==> src/hw/hyperram_pkg.sv <==
package hyperram_pkg;

    ////////////////////////////////////////
    // Protocol constants.
    ////////////////////////////////////////
    localparam int CA_WORDS       = 3;  // Bus cycles per command-address word.
    localparam int BURST_BEATS    = 4;  // Data cycles per linear burst.
    localparam int LATENCY_BASE   = 4;  // One latency count.
    localparam int LATENCY_DOUBLE = 8;  // RWDS high during CA, two counts.

    // Host operation request.
    typedef enum logic [2:0] {
        OP_RESET     = 3'b000,  // Hardware reset pulse.
        OP_READ_MEM  = 3'b011,  // Linear burst read.
        OP_WRITE_MEM = 3'b100,  // Linear burst write.
        OP_IDLE      = 3'b111
    } op_e;

    typedef enum logic [2:0] {
        ST_IDLE,
        ST_RST_LOW,             // Reset pin held low.
        ST_RST_RECOVER,         // Wait before the first access.
        ST_CA,                  // Command-address issue.
        ST_LATENCY,             // Initial access latency.
        ST_WR_DATA,             // Write beats plus pipeline drain.
        ST_RD_DATA,             // Read window, then wait for capture.
        ST_DONE
    } seq_state_e;

    ////////////////////////////////////////
    // Address and bus formats.
    ////////////////////////////////////////
    typedef struct packed {
        logic [14:0] row;
        logic [4:0]  col_hi;
        logic [2:0]  col_lo;
    } mem_addr_t;

    // Command-address word, bit 47 first on the bus.
    typedef struct packed {
        logic        rd_flag;   // 1 = read transaction.
        logic        reg_space; // Always memory space.
        logic        linear;    // Always linear burst.
        logic [8:0]  unused;
        logic [14:0] row;
        logic [4:0]  col_hi;
        logic [12:0] reserved;
        logic [2:0]  col_lo;
    } ca_t;

    // One bus cycle, both clock edges.
    typedef struct packed {
        logic [15:0] rise;
        logic [15:0] fall;
    } ddr_word_t;

    // Beat 0 sits in bits 31 to 0.
    typedef ddr_word_t [BURST_BEATS-1:0] burst_t;

endpackage

==> src/hw/ca_shifter.sv <==
`timescale 1ns/1ps

module ca_shifter import hyperram_pkg::*; (
    input  logic      iClk,
    input  logic      iRstN,
    input  logic      ca_load_i,
    input  logic      ca_shift_i,
    input  op_e       op_i,
    input  mem_addr_t mem_addr_i,
    output ddr_word_t ca_word_o,
    output logic      ca_valid_o
);

    ca_t         ca_q;
    logic [1:0]  shift_idx;     // Next byte pair.
    logic [15:0] ca_pair;

    always_comb begin
        case (shift_idx)
            2'd0:    ca_pair = ca_q[47:32];
            2'd1:    ca_pair = ca_q[31:16];
            2'd2:    ca_pair = ca_q[15:0];
            default: ca_pair = '0;
        endcase
    end

    // Command word for the request.
    always_ff @(posedge iClk) begin
        if (ca_load_i) begin
            ca_q.rd_flag   <= (op_i == OP_READ_MEM);
            ca_q.reg_space <= 1'b0;
            ca_q.linear    <= 1'b1;
            ca_q.unused    <= '0;
            ca_q.row       <= mem_addr_i.row;
            ca_q.col_hi    <= mem_addr_i.col_hi;
            ca_q.reserved  <= '0;
            ca_q.col_lo    <= mem_addr_i.col_lo;
        end
        if (ca_shift_i) begin
            ca_word_o.rise <= {8'h00, ca_pair[15:8]};  // Bytes in the low half.
            ca_word_o.fall <= {8'h00, ca_pair[7:0]};
        end
    end

    always_ff @(posedge iClk or negedge iRstN) begin
        if (!iRstN) begin
            shift_idx  <= '0;
            ca_valid_o <= 1'b0;
        end else begin
            ca_valid_o <= ca_shift_i;
            if (ca_load_i) begin
                shift_idx <= '0;
            end else if (ca_shift_i) begin
                shift_idx <= shift_idx + 2'd1;
            end
        end
    end

    a_shift_count: assert property (@(posedge iClk) disable iff (!iRstN)
        ca_shift_i |-> (shift_idx < 2'(CA_WORDS)));

endmodule

==> src/hw/dq_driver.sv <==
`timescale 1ns/1ps

module dq_driver import hyperram_pkg::*; (
    input  logic      iClk,
    input  logic      iRstN,
    input  logic      drive_en_i,
    input  ddr_word_t ca_word_i,
    input  logic      ca_valid_i,
    input  ddr_word_t beat_i,
    input  logic      beat_valid_i,
    output ddr_word_t dq_o,
    output logic      dq_oe_o
);

    ddr_word_t dq_sel;

    // Zero word while latency runs.
    always_comb begin
        if (ca_valid_i) begin
            dq_sel = ca_word_i;
        end else if (beat_valid_i) begin
            dq_sel = beat_i;
        end else begin
            dq_sel = '0;
        end
    end

    always_ff @(posedge iClk or negedge iRstN) begin
        if (!iRstN) begin
            dq_o    <= '0;
            dq_oe_o <= 1'b0;        // Bus released out of reset.
        end else begin
            dq_o    <= dq_sel;
            dq_oe_o <= drive_en_i;
        end
    end

    // CA and write data phases never overlap.
    a_one_source: assert property (@(posedge iClk) disable iff (!iRstN)
        !(ca_valid_i && beat_valid_i));

endmodule

==> src/hw/hyperram_ctrl.sv <==
`timescale 1ns/1ps

module hyperram_ctrl import hyperram_pkg::*; #(
    parameter int RESET_LOW_CYCLES     = 500,  // tRP in clocks.
    parameter int RESET_RECOVER_CYCLES = 500,  // tRPH in clocks.
    parameter int RD_SYNC_STAGES       = 2
) (
    input  logic      iClk,
    input  logic      iRstN,

    // Host request and completion.
    input  logic      en_i,
    input  op_e       op_i,
    input  mem_addr_t mem_addr_i,
    input  burst_t    wr_data_i,
    output burst_t    rd_data_o,
    output logic      done_o,

    // Memory pins, DDR halves already split.
    output logic      ram_rst_n_o,
    output logic      ram_cs_n_o,
    output ddr_word_t dq_o,
    output logic      dq_oe_o,
    input  ddr_word_t dq_i,
    input  logic      rwds_i
);

    logic      ca_load;     // Latch request into CA register.
    logic      ca_shift;
    logic      wr_beat_en;
    logic      drive_en;
    logic      rd_window;   // Read beats expected on dq_i.
    logic      beats_done;
    ddr_word_t ca_word;
    logic      ca_valid;
    ddr_word_t beat;
    logic      beat_valid;

    ////////////////////////////////////////
    // Control.
    ////////////////////////////////////////
    hyperram_sequencer #(
        .RESET_LOW_CYCLES     (RESET_LOW_CYCLES),
        .RESET_RECOVER_CYCLES (RESET_RECOVER_CYCLES)
    ) hyperram_sequencer_inst (
        .iClk         (iClk),
        .iRstN        (iRstN),
        .en_i         (en_i),
        .op_i         (op_i),
        .rwds_i       (rwds_i),
        .beats_done_i (beats_done),
        .ca_load_o    (ca_load),
        .ca_shift_o   (ca_shift),
        .wr_beat_en_o (wr_beat_en),
        .drive_en_o   (drive_en),
        .rd_window_o  (rd_window),
        .ram_rst_n_o  (ram_rst_n_o),
        .ram_cs_n_o   (ram_cs_n_o),
        .done_o       (done_o)
    );

    ////////////////////////////////////////
    // Transmit path.
    ////////////////////////////////////////
    ca_shifter ca_shifter_inst (
        .iClk       (iClk),
        .iRstN      (iRstN),
        .ca_load_i  (ca_load),
        .ca_shift_i (ca_shift),
        .op_i       (op_i),
        .mem_addr_i (mem_addr_i),
        .ca_word_o  (ca_word),
        .ca_valid_o (ca_valid)
    );

    wr_beat_serializer wr_beat_serializer_inst (
        .iClk         (iClk),
        .iRstN        (iRstN),
        .wr_beat_en_i (wr_beat_en),
        .wr_data_i    (wr_data_i),
        .beat_o       (beat),
        .beat_valid_o (beat_valid)
    );

    dq_driver dq_driver_inst (
        .iClk         (iClk),
        .iRstN        (iRstN),
        .drive_en_i   (drive_en),
        .ca_word_i    (ca_word),
        .ca_valid_i   (ca_valid),
        .beat_i       (beat),
        .beat_valid_i (beat_valid),
        .dq_o         (dq_o),
        .dq_oe_o      (dq_oe_o)
    );

    ////////////////////////////////////////
    // Receive path.
    ////////////////////////////////////////
    rd_capture #(
        .RD_SYNC_STAGES (RD_SYNC_STAGES)
    ) rd_capture_inst (
        .iClk         (iClk),
        .iRstN        (iRstN),
        .rd_window_i  (rd_window),
        .dq_i         (dq_i),
        .rd_data_o    (rd_data_o),
        .beats_done_o (beats_done)
    );

endmodule

==> src/hw/hyperram_sequencer.sv <==
`timescale 1ns/1ps

module hyperram_sequencer import hyperram_pkg::*; #(
    parameter int RESET_LOW_CYCLES     = 500,
    parameter int RESET_RECOVER_CYCLES = 500
) (
    input  logic iClk,
    input  logic iRstN,
    input  logic en_i,
    input  op_e  op_i,
    input  logic rwds_i,
    input  logic beats_done_i,
    output logic ca_load_o,
    output logic ca_shift_o,
    output logic wr_beat_en_o,
    output logic drive_en_o,
    output logic rd_window_o,
    output logic ram_rst_n_o,
    output logic ram_cs_n_o,
    output logic done_o
);

    // The FSM issues two clocks ahead of the pins. Shifter or serializer
    // adds one stage and the DQ register one more.
    localparam logic [15:0] RST_LOW_LAST  = 16'(RESET_LOW_CYCLES - 1);
    localparam logic [15:0] RST_REC_LAST  = 16'(RESET_RECOVER_CYCLES - 1);
    localparam logic [15:0] CA_LAST       = 16'(CA_WORDS - 1);
    localparam logic [15:0] LAT_BASE_LAST = 16'(LATENCY_BASE - 1);
    localparam logic [15:0] LAT_DBL_LAST  = 16'(LATENCY_DOUBLE - 1);
    localparam logic [15:0] BEATS         = 16'(BURST_BEATS);

    typedef struct packed {
        logic cs;   // Chip select active.
        logic ca;   // Command-address word on the bus.
        logic rdw;  // Read beat expected on the bus.
    } bus_ctl_t;

    seq_state_e     state_q;
    seq_state_e     state_d;
    logic [15:0]    cnt_q;
    logic [15:0]    cnt_d;
    logic [15:0]    lat_last;
    logic           lat_double_q;   // Any RWDS high seen during CA.
    logic           data_issue;
    logic           issue_oe;
    bus_ctl_t       issue;
    bus_ctl_t [1:0] pipe_q;         // Issue to pin alignment.
    logic           oe_q;

    assign lat_last   = lat_double_q ? LAT_DBL_LAST : LAT_BASE_LAST;
    assign data_issue = (state_q == ST_WR_DATA || state_q == ST_RD_DATA) && (cnt_q < BEATS);

    assign issue.cs  = (state_q == ST_CA) || (state_q == ST_LATENCY) || data_issue;
    assign issue.ca  = (state_q == ST_CA);
    assign issue.rdw = data_issue && (state_q == ST_RD_DATA);
    // Reads release DQ right after the command-address cycles.
    assign issue_oe  = issue.ca || (issue.cs && op_i == OP_WRITE_MEM);

    assign ca_load_o    = (state_q == ST_IDLE) && en_i &&
                          (op_i == OP_READ_MEM || op_i == OP_WRITE_MEM);
    assign ca_shift_o   = (state_q == ST_CA);
    assign wr_beat_en_o = data_issue && (state_q == ST_WR_DATA);
    assign drive_en_o   = oe_q;             // DQ driver adds the last stage.
    assign rd_window_o  = pipe_q[1].rdw;
    assign ram_cs_n_o   = !pipe_q[1].cs;
    assign ram_rst_n_o  = (state_q != ST_RST_LOW);
    assign done_o       = (state_q == ST_DONE);

    ////////////////////////////////////////
    // Next state.
    ////////////////////////////////////////
    always_comb begin
        state_d = state_q;
        cnt_d   = cnt_q + 16'd1;
        case (state_q)
            ST_IDLE: begin
                cnt_d = '0;
                if (en_i) begin
                    case (op_i)
                        OP_RESET:                 state_d = ST_RST_LOW;
                        OP_READ_MEM, OP_WRITE_MEM: state_d = ST_CA;
                        default:                  state_d = ST_IDLE;
                    endcase
                end
            end
            ST_RST_LOW: if (cnt_q == RST_LOW_LAST) begin
                state_d = ST_RST_RECOVER;
                cnt_d   = '0;
            end
            ST_RST_RECOVER: if (cnt_q == RST_REC_LAST) begin
                state_d = ST_DONE;
            end
            ST_CA: if (cnt_q == CA_LAST) begin
                state_d = ST_LATENCY;
                cnt_d   = '0;
            end
            ST_LATENCY: if (cnt_q == lat_last) begin
                state_d = (op_i == OP_WRITE_MEM) ? ST_WR_DATA : ST_RD_DATA;
                cnt_d   = '0;
            end
            // Two extra clocks let the last beat leave the pins.
            ST_WR_DATA: if (cnt_q == BEATS + 16'd1) begin
                state_d = ST_DONE;
            end
            ST_RD_DATA: begin
                if (cnt_q == BEATS) begin
                    cnt_d = cnt_q;          // Hold until capture finishes.
                end
                if (beats_done_i) begin
                    state_d = ST_DONE;
                end
            end
            ST_DONE: state_d = ST_IDLE;
            default: state_d = ST_IDLE;
        endcase
        // Host withdrew the request.
        if (!en_i) begin
            state_d = ST_IDLE;
            cnt_d   = '0;
        end
    end

    always_ff @(posedge iClk or negedge iRstN) begin
        if (!iRstN) begin
            state_q      <= ST_IDLE;
            cnt_q        <= '0;
            pipe_q       <= '0;
            oe_q         <= 1'b0;
            lat_double_q <= 1'b0;
        end else begin
            state_q <= state_d;
            cnt_q   <= cnt_d;
            if (en_i) begin
                pipe_q <= {pipe_q[0], issue};
                oe_q   <= issue_oe;
            end else begin
                pipe_q <= '0;                // Abort frees the bus at once.
                oe_q   <= 1'b0;
            end
            if (ca_load_o) begin
                lat_double_q <= 1'b0;
            end else if (pipe_q[1].ca && rwds_i) begin
                lat_double_q <= 1'b1;        // Sampled on the pins, not at issue.
            end
        end
    end

    // Chip select back high by the time the FSM idles.
    a_cs_idle: assert property (@(posedge iClk) disable iff (!iRstN)
        state_q == ST_IDLE |-> ram_cs_n_o);

    a_done_pulse: assert property (@(posedge iClk) disable iff (!iRstN)
        done_o |=> !done_o);

endmodule

==> src/hw/rd_capture.sv <==
`timescale 1ns/1ps

module rd_capture import hyperram_pkg::*; #(
    parameter int RD_SYNC_STAGES = 2
) (
    input  logic      iClk,
    input  logic      iRstN,
    input  logic      rd_window_i,
    input  ddr_word_t dq_i,
    output burst_t    rd_data_o,
    output logic      beats_done_o
);

    localparam int LAST = RD_SYNC_STAGES - 1;

    ddr_word_t                      dq_sync [RD_SYNC_STAGES];
    logic [RD_SYNC_STAGES-1:0]      win_sync;   // Window follows its data.
    logic [$clog2(BURST_BEATS)-1:0] beat_idx;

    ////////////////////////////////////////
    // Sync stages.
    ////////////////////////////////////////
    always_ff @(posedge iClk) begin
        dq_sync[0] <= dq_i;
        for (int i = 1; i < RD_SYNC_STAGES; i++) begin
            dq_sync[i] <= dq_sync[i-1];
        end
    end

    always_ff @(posedge iClk or negedge iRstN) begin
        if (!iRstN) begin
            win_sync <= '0;
        end else begin
            win_sync <= RD_SYNC_STAGES'({win_sync, rd_window_i});  // Upper bit drops off.
        end
    end

    ////////////////////////////////////////
    // Beat assembly.
    ////////////////////////////////////////
    always_ff @(posedge iClk) begin
        if (win_sync[LAST]) begin
            rd_data_o[beat_idx] <= dq_sync[LAST];
        end
    end

    always_ff @(posedge iClk or negedge iRstN) begin
        if (!iRstN) begin
            beat_idx     <= '0;
            beats_done_o <= 1'b0;
        end else begin
            beats_done_o <= win_sync[LAST] && (beat_idx == $bits(beat_idx)'(BURST_BEATS - 1));
            if (win_sync[LAST]) begin
                beat_idx <= beat_idx + 1'b1;
            end else begin
                beat_idx <= '0;     // Window gap starts a new burst.
            end
        end
    end

endmodule

==> src/hw/wr_beat_serializer.sv <==
`timescale 1ns/1ps

module wr_beat_serializer import hyperram_pkg::*; (
    input  logic      iClk,
    input  logic      iRstN,
    input  logic      wr_beat_en_i,
    input  burst_t    wr_data_i,
    output ddr_word_t beat_o,
    output logic      beat_valid_o
);

    logic [$clog2(BURST_BEATS)-1:0] beat_idx;

    always_ff @(posedge iClk) begin
        if (wr_beat_en_i) begin
            beat_o <= wr_data_i[beat_idx];  // Beat 0 first.
        end
    end

    always_ff @(posedge iClk or negedge iRstN) begin
        if (!iRstN) begin
            beat_idx     <= '0;
            beat_valid_o <= 1'b0;
        end else begin
            beat_valid_o <= wr_beat_en_i;
            // Index restarts between bursts.
            if (wr_beat_en_i) begin
                beat_idx <= beat_idx + 1'b1;
            end else begin
                beat_idx <= '0;
            end
        end
    end

endmodule

==> config.mk <==
export PLATFORM = sky130hd
export DESIGN_NAME = hyperram_ctrl
export DESIGN_NICKNAME = d
export VERILOG_FILES = /design/src/hw/hyperram_pkg.sv /design/src/hw/ca_shifter.sv /design/src/hw/dq_driver.sv /design/src/hw/hyperram_ctrl.sv /design/src/hw/hyperram_sequencer.sv /design/src/hw/rd_capture.sv /design/src/hw/wr_beat_serializer.sv
export SDC_FILE = /design/constraint.sdc
export NUM_CORES = 1
export LEC_CHECK = 0
export BUFFER_PORTS_ARGS = -buffer_cell sky130_fd_sc_hd__clkbuf_2
export CAP_MARGIN = 30
export CORE_AREA = 2 2 162 164
export CTS_BUF_LIST = sky130_fd_sc_hd__clkbuf_2 sky130_fd_sc_hd__clkbuf_4 sky130_fd_sc_hd__clkbuf_8
export CTS_CLUSTER_DIAMETER = 80
export CTS_CLUSTER_SIZE = 30
export DETAILED_ROUTE_END_ITERATION = 7
export DIE_AREA = 0 0 164 166
export GPL_TIMING_DRIVEN = 0
export PLACE_DENSITY = 0.71
export SLEW_MARGIN = 20
export SYNTH_ARGS = -nofsm -noshare
export SYNTH_HDL_FRONTEND = slang
export SYNTH_SLANG_ARGS = --single-unit
==> constraint.sdc <==
create_clock -name iClk -period 13.5 [get_ports iClk]
set_input_delay 4.05 -clock iClk [delete_from_list [all_inputs] [get_ports iClk]]
set_output_delay 4.05 -clock iClk [all_outputs]
set_load 0.03 [all_outputs]
==> reports/qor.yml <==
placed_design:
  placed_area_um2: 13700
  dpl_worst_slack_ns: 7.19
  port_buffers: 352
  hpwl_um: 18700
  place_congestion: 0.861
setup_path:
  start_kind: "register"
  setup.worst_path.class: "reg -> out"
  cp.arrival_ns: 2.08
  required_ns: 9.45
  critPathMaxFanout: 10
  worstSetupEndpointType: "primary output"
  rrSetupSlack_ns: 10.33
  rr_worst_depth: 6
  r2r_end: "wr_beat_serializer_inst.beat_o[26]$_DFFE_PP_"
  r2r_start: "hyperram_sequencer_inst.cnt_q[10]$_DFFE_PN0P_"
synthesis:
  ys.flop_type: "edfxtp_1"
  avgSynthCellArea_um2: 18.4
  ys_seq_elements: 335
  synth_edf_count: 200
  ys_seq_area_share_pct: 80.0
  synth_nets: 819
  synth_area_um2: 11300
  synth_cells: 617
  yosys_warnings: 0
  async_flop_share_pct: 21.2
  synth_cell_types: 49
finish:
  final_cell_area_um2: 14000
  regArea_um2: 9060
  areaGrowthSynthToFinish_pct: 23.7
  n_fill_cell: 2073
  antenna_cells: 0
  final_nets: 1199
  multi_input_area_um2: 2140
  drive_above_1_share_pct: 43.6
grt:
  grt_start_max_net_pins: 50
  antenna_found_initial: 0
  grt_overflow: 0
  grt_pass1_wl_um: 36900
  grt_pass1_vias: 6490
  track_usage_pct: 17.8
route:
  wl_per_cell_um: 18.4
  ant_nets: 0
  first_iter_violations: 426
  wl_um: 24700
  vias: 6553
  routed_via_density: 4.88
  drcViolationCount: 0
  firstDrtPassIters: 5
floorplan:
  rows: 59
  core-area_um2: 25600
  die_w_um: 164
  start_util_pct: 44.2
  io_pins: 354
  die_area_um2: 27200
  die_h_um: 166
sta:
  setup_ws_ns: 7.37
  rsz0062_at_grt: "no"
  setup_viol: 0
  timing.final.hold_violations: 0
  finalMaxSlewViolations: 0
  finClkSkew_ns: 0.0536
  fin_crit_sh_pct: 45.4
  hold_slack_ns: 0.326
  slew_headroom_pct: 45.2
  max_freq_mhz: 163
  worstMarginPinSlew_ns: 0.823
  fin_tns_setup_ns: 0
  min_period_ns: 6.13
worst_hold_path:
  hp-class: "reg -> reg"
  worstHoldStart: "rd_capture_inst.dq_sync[0][30]$_DFF_P_"
  min_to: "rd_capture_inst.dq_sync[0][62]$_DFF_P_"
  hold_depth: 0
clock_network:
  cts_made_buffers: 16
  cts_setup_buffers: 0
  clkSlewWorstSetupHoldPaths_ns: 0.16
  clk_latency_ns: 0.58
  root_buffer: "clkbuf_8"
  cts_sinks: 335
  cts_tree: "done"
  cts_hold_buf: 0
  cts_htree_levels: 1
  cts_resized: 0
  clockBufferDepth: 3
pwr:
  clockPowerShare_pct: 24.2
  seqPwrFrac_pct: 63.7
  p_int_uw: 1370
  powerDensity_nw_per_um2: 130
  power_leakage_uw: 0.00580
  ir_worst_vdd_mv: 0.116
  power_frac_comb_pct: 12.1
  p_switching_uw: 457
  swShare_pct: 25.0
run_status:
  status: "finished clean"
run:
  maxCapViolCount: 0
[cell usage after synthesis (all sizes together) (2+ instances only)]
master / n / area share, %
edfxtp: 200 / 53
dfrtp: 71 / 16
dfxtp: 64 / 11
nor2: 39 / 1.3
and2: 35 / 1.9
mux4: 32 / 6.4
nand2: 21 / 0.70
a22o: 16 / 1.2
clkbuf: 15 / 0.50
inv: 14 / 0.46
ha: 12 / 1.3
a21oi: 10 / 0.44
nand3: 10 / 0.44
o21ai: 8 / 0.35
xor2: 8 / 0.62
xnor2: 7 / 0.54
nor3: 6 / 0.27
buf: 5 / 0.30
nor2b: 4 / 0.22
nor4: 4 / 0.35
or4: 4 / 0.33
a222oi: 3 / 0.27
a22oi: 3 / 0.20
a31oi: 3 / 0.17
a21o: 2 / 0.13
and3: 2 / 0.12
nand4: 2 / 0.11
o311ai: 2 / 0.15
[placed cells by master, fill, tap and decap left out, types with 2 or more instances in the layout]
master and count:
xor2_1 8, and2_1 31, clkinv_1 2, a222oi_1 3, buf_2 3, clkbuf_8 17, o311ai_0 2, nor2b_1 4
ha_1 12, nor4_1 3, buf_1 3, a21o_1 2, buf_6 3, a22o_1 16, nand2_1 21, buf_12 3
clkbuf_4 6, mux4_2 32, dfxtp_1 64, a31oi_1 3, nand3_1 10, clkbuf_2 351, clkbuf_1 15, or4_4 2
or4_1 2, nor3_1 6, o21ai_0 7, dfrtp_1 71, a22oi_1 3, inv_12 2, inv_1 13, and2_2 4
edfxtp_1 200, nor2_1 37, buf_16 2, nand4_1 2, xnor2_1 7, a21oi_1 10
[critical path, cell delays in order, from the launching register on]
cell and delay, ns:
dfrtp_1 0.34, clkbuf_1 0.40, clkinv_1 0.38, nor2_1 0.18, clkbuf_2 0.22
[layer usage]
layer / vias to the layer above / global-route usage [%] / part of all wire [%]
li1: 3051 / - / -
met1: 3128 / 22.3 / 39
met2: 332 / 30.9 / 50
met3: 42 / 4.50 / 9.1
met4: 0 / 4.77 / 2.5
met5: - / 0 / 0
[layout make-up]
cell class / instances / area share, %
Tap cell: 335 / 2.99
Clock inverter: 6 / 0.464
Multi-Input combinational cell: 247 / 15.2
Clock buffer: 22 / 1.94
Buffer: 20 / 0.643
Timing Repair Buffer: 362 / 13.7
Inverter: 15 / 0.402
Sequential cell: 335 / 64.7
[power by group through the flow]
stage	sequential, uW	combinational, uW	clock [uW]
5_1_grt	1170	248	494
3_3_place_gp	1190	218	0
3_5_place_dp	1190	225	0
4_1_cts	1170	226	459
2_1_floorplan	1200	121	0
6_report	1160	222	442
[sequential cells by signal, summed over array words and instances (netlist names), 2 cells and up]
register                          count
rd_capture_inst.rd_data_o           128
rd_capture_inst.dq_sync              64
dq_driver_inst.dq_o                  32
wr_beat_serializer_inst.beat_o       32
ca_shifter_inst.ca_q                 24
ca_shifter_inst.ca_word_o            16
hyperram_sequencer_inst.cnt_q        16
hyperram_sequencer_inst.pipe_q        5
hyperram_sequencer_inst.state_q       3
ca_shifter_inst.shift_idx             2
rd_capture_inst.beat_idx              2
rd_capture_inst.win_sync              2
wr_beat_serializer_inst.beat_idx      2
[worst max-delay path by stage]
stage,slack [ns],from,cells past startpoint,endpoint
after global routing,7.21,hyperram_sequencer_inst.state_q[2]$_DFFE_PN0P_,4,done_o
after global placement,2.33,op_i[1],4,ca_shifter_inst.ca_q[25]$_DFFE_PP_
after detailed placement,7.19,op_i[1],7,ca_shifter_inst.ca_q[25]$_DFFE_PP_
after CTS,7.33,hyperram_sequencer_inst.state_q[2]$_DFFE_PN0P_,4,done_o
after floorplan,4.37,op_i[1],3,ca_shifter_inst.ca_q[0]$_DFFE_PP_
final,7.37,hyperram_sequencer_inst.state_q[2]$_DFFE_PN0P_,4,done_o
[cell families (layout without fill, tap and decap cells)]
group / Yosys count / count (layout) / share of synthesized area (%)
flip-flops: 335 / 335 / 80.0
AO/OA/AOI/OAI: 56 / 56 / 3.70
XOR/XNOR: 15 / 15 / 1.16
adder cells (fa/ha/maj): 12 / 12 / 1.33
AND/OR/NAND/NOR: 131 / 131 / 6.05
buffers and inverters: 35 / 425 / 1.29
multiplexers: 33 / 33 / 6.45
[through the flow]
stage	utilization [%]	instances	power (uW)
after floorplan	-	617	1320
after global routing	54.7	1342	1910
final	54.7	1342	1830
after global placement	52.7	1304	1410
after detailed placement	53.4	1313	1410
after CTS	54.7	1341	1850
No activity file was read; power rests on OpenSTA's default activity.
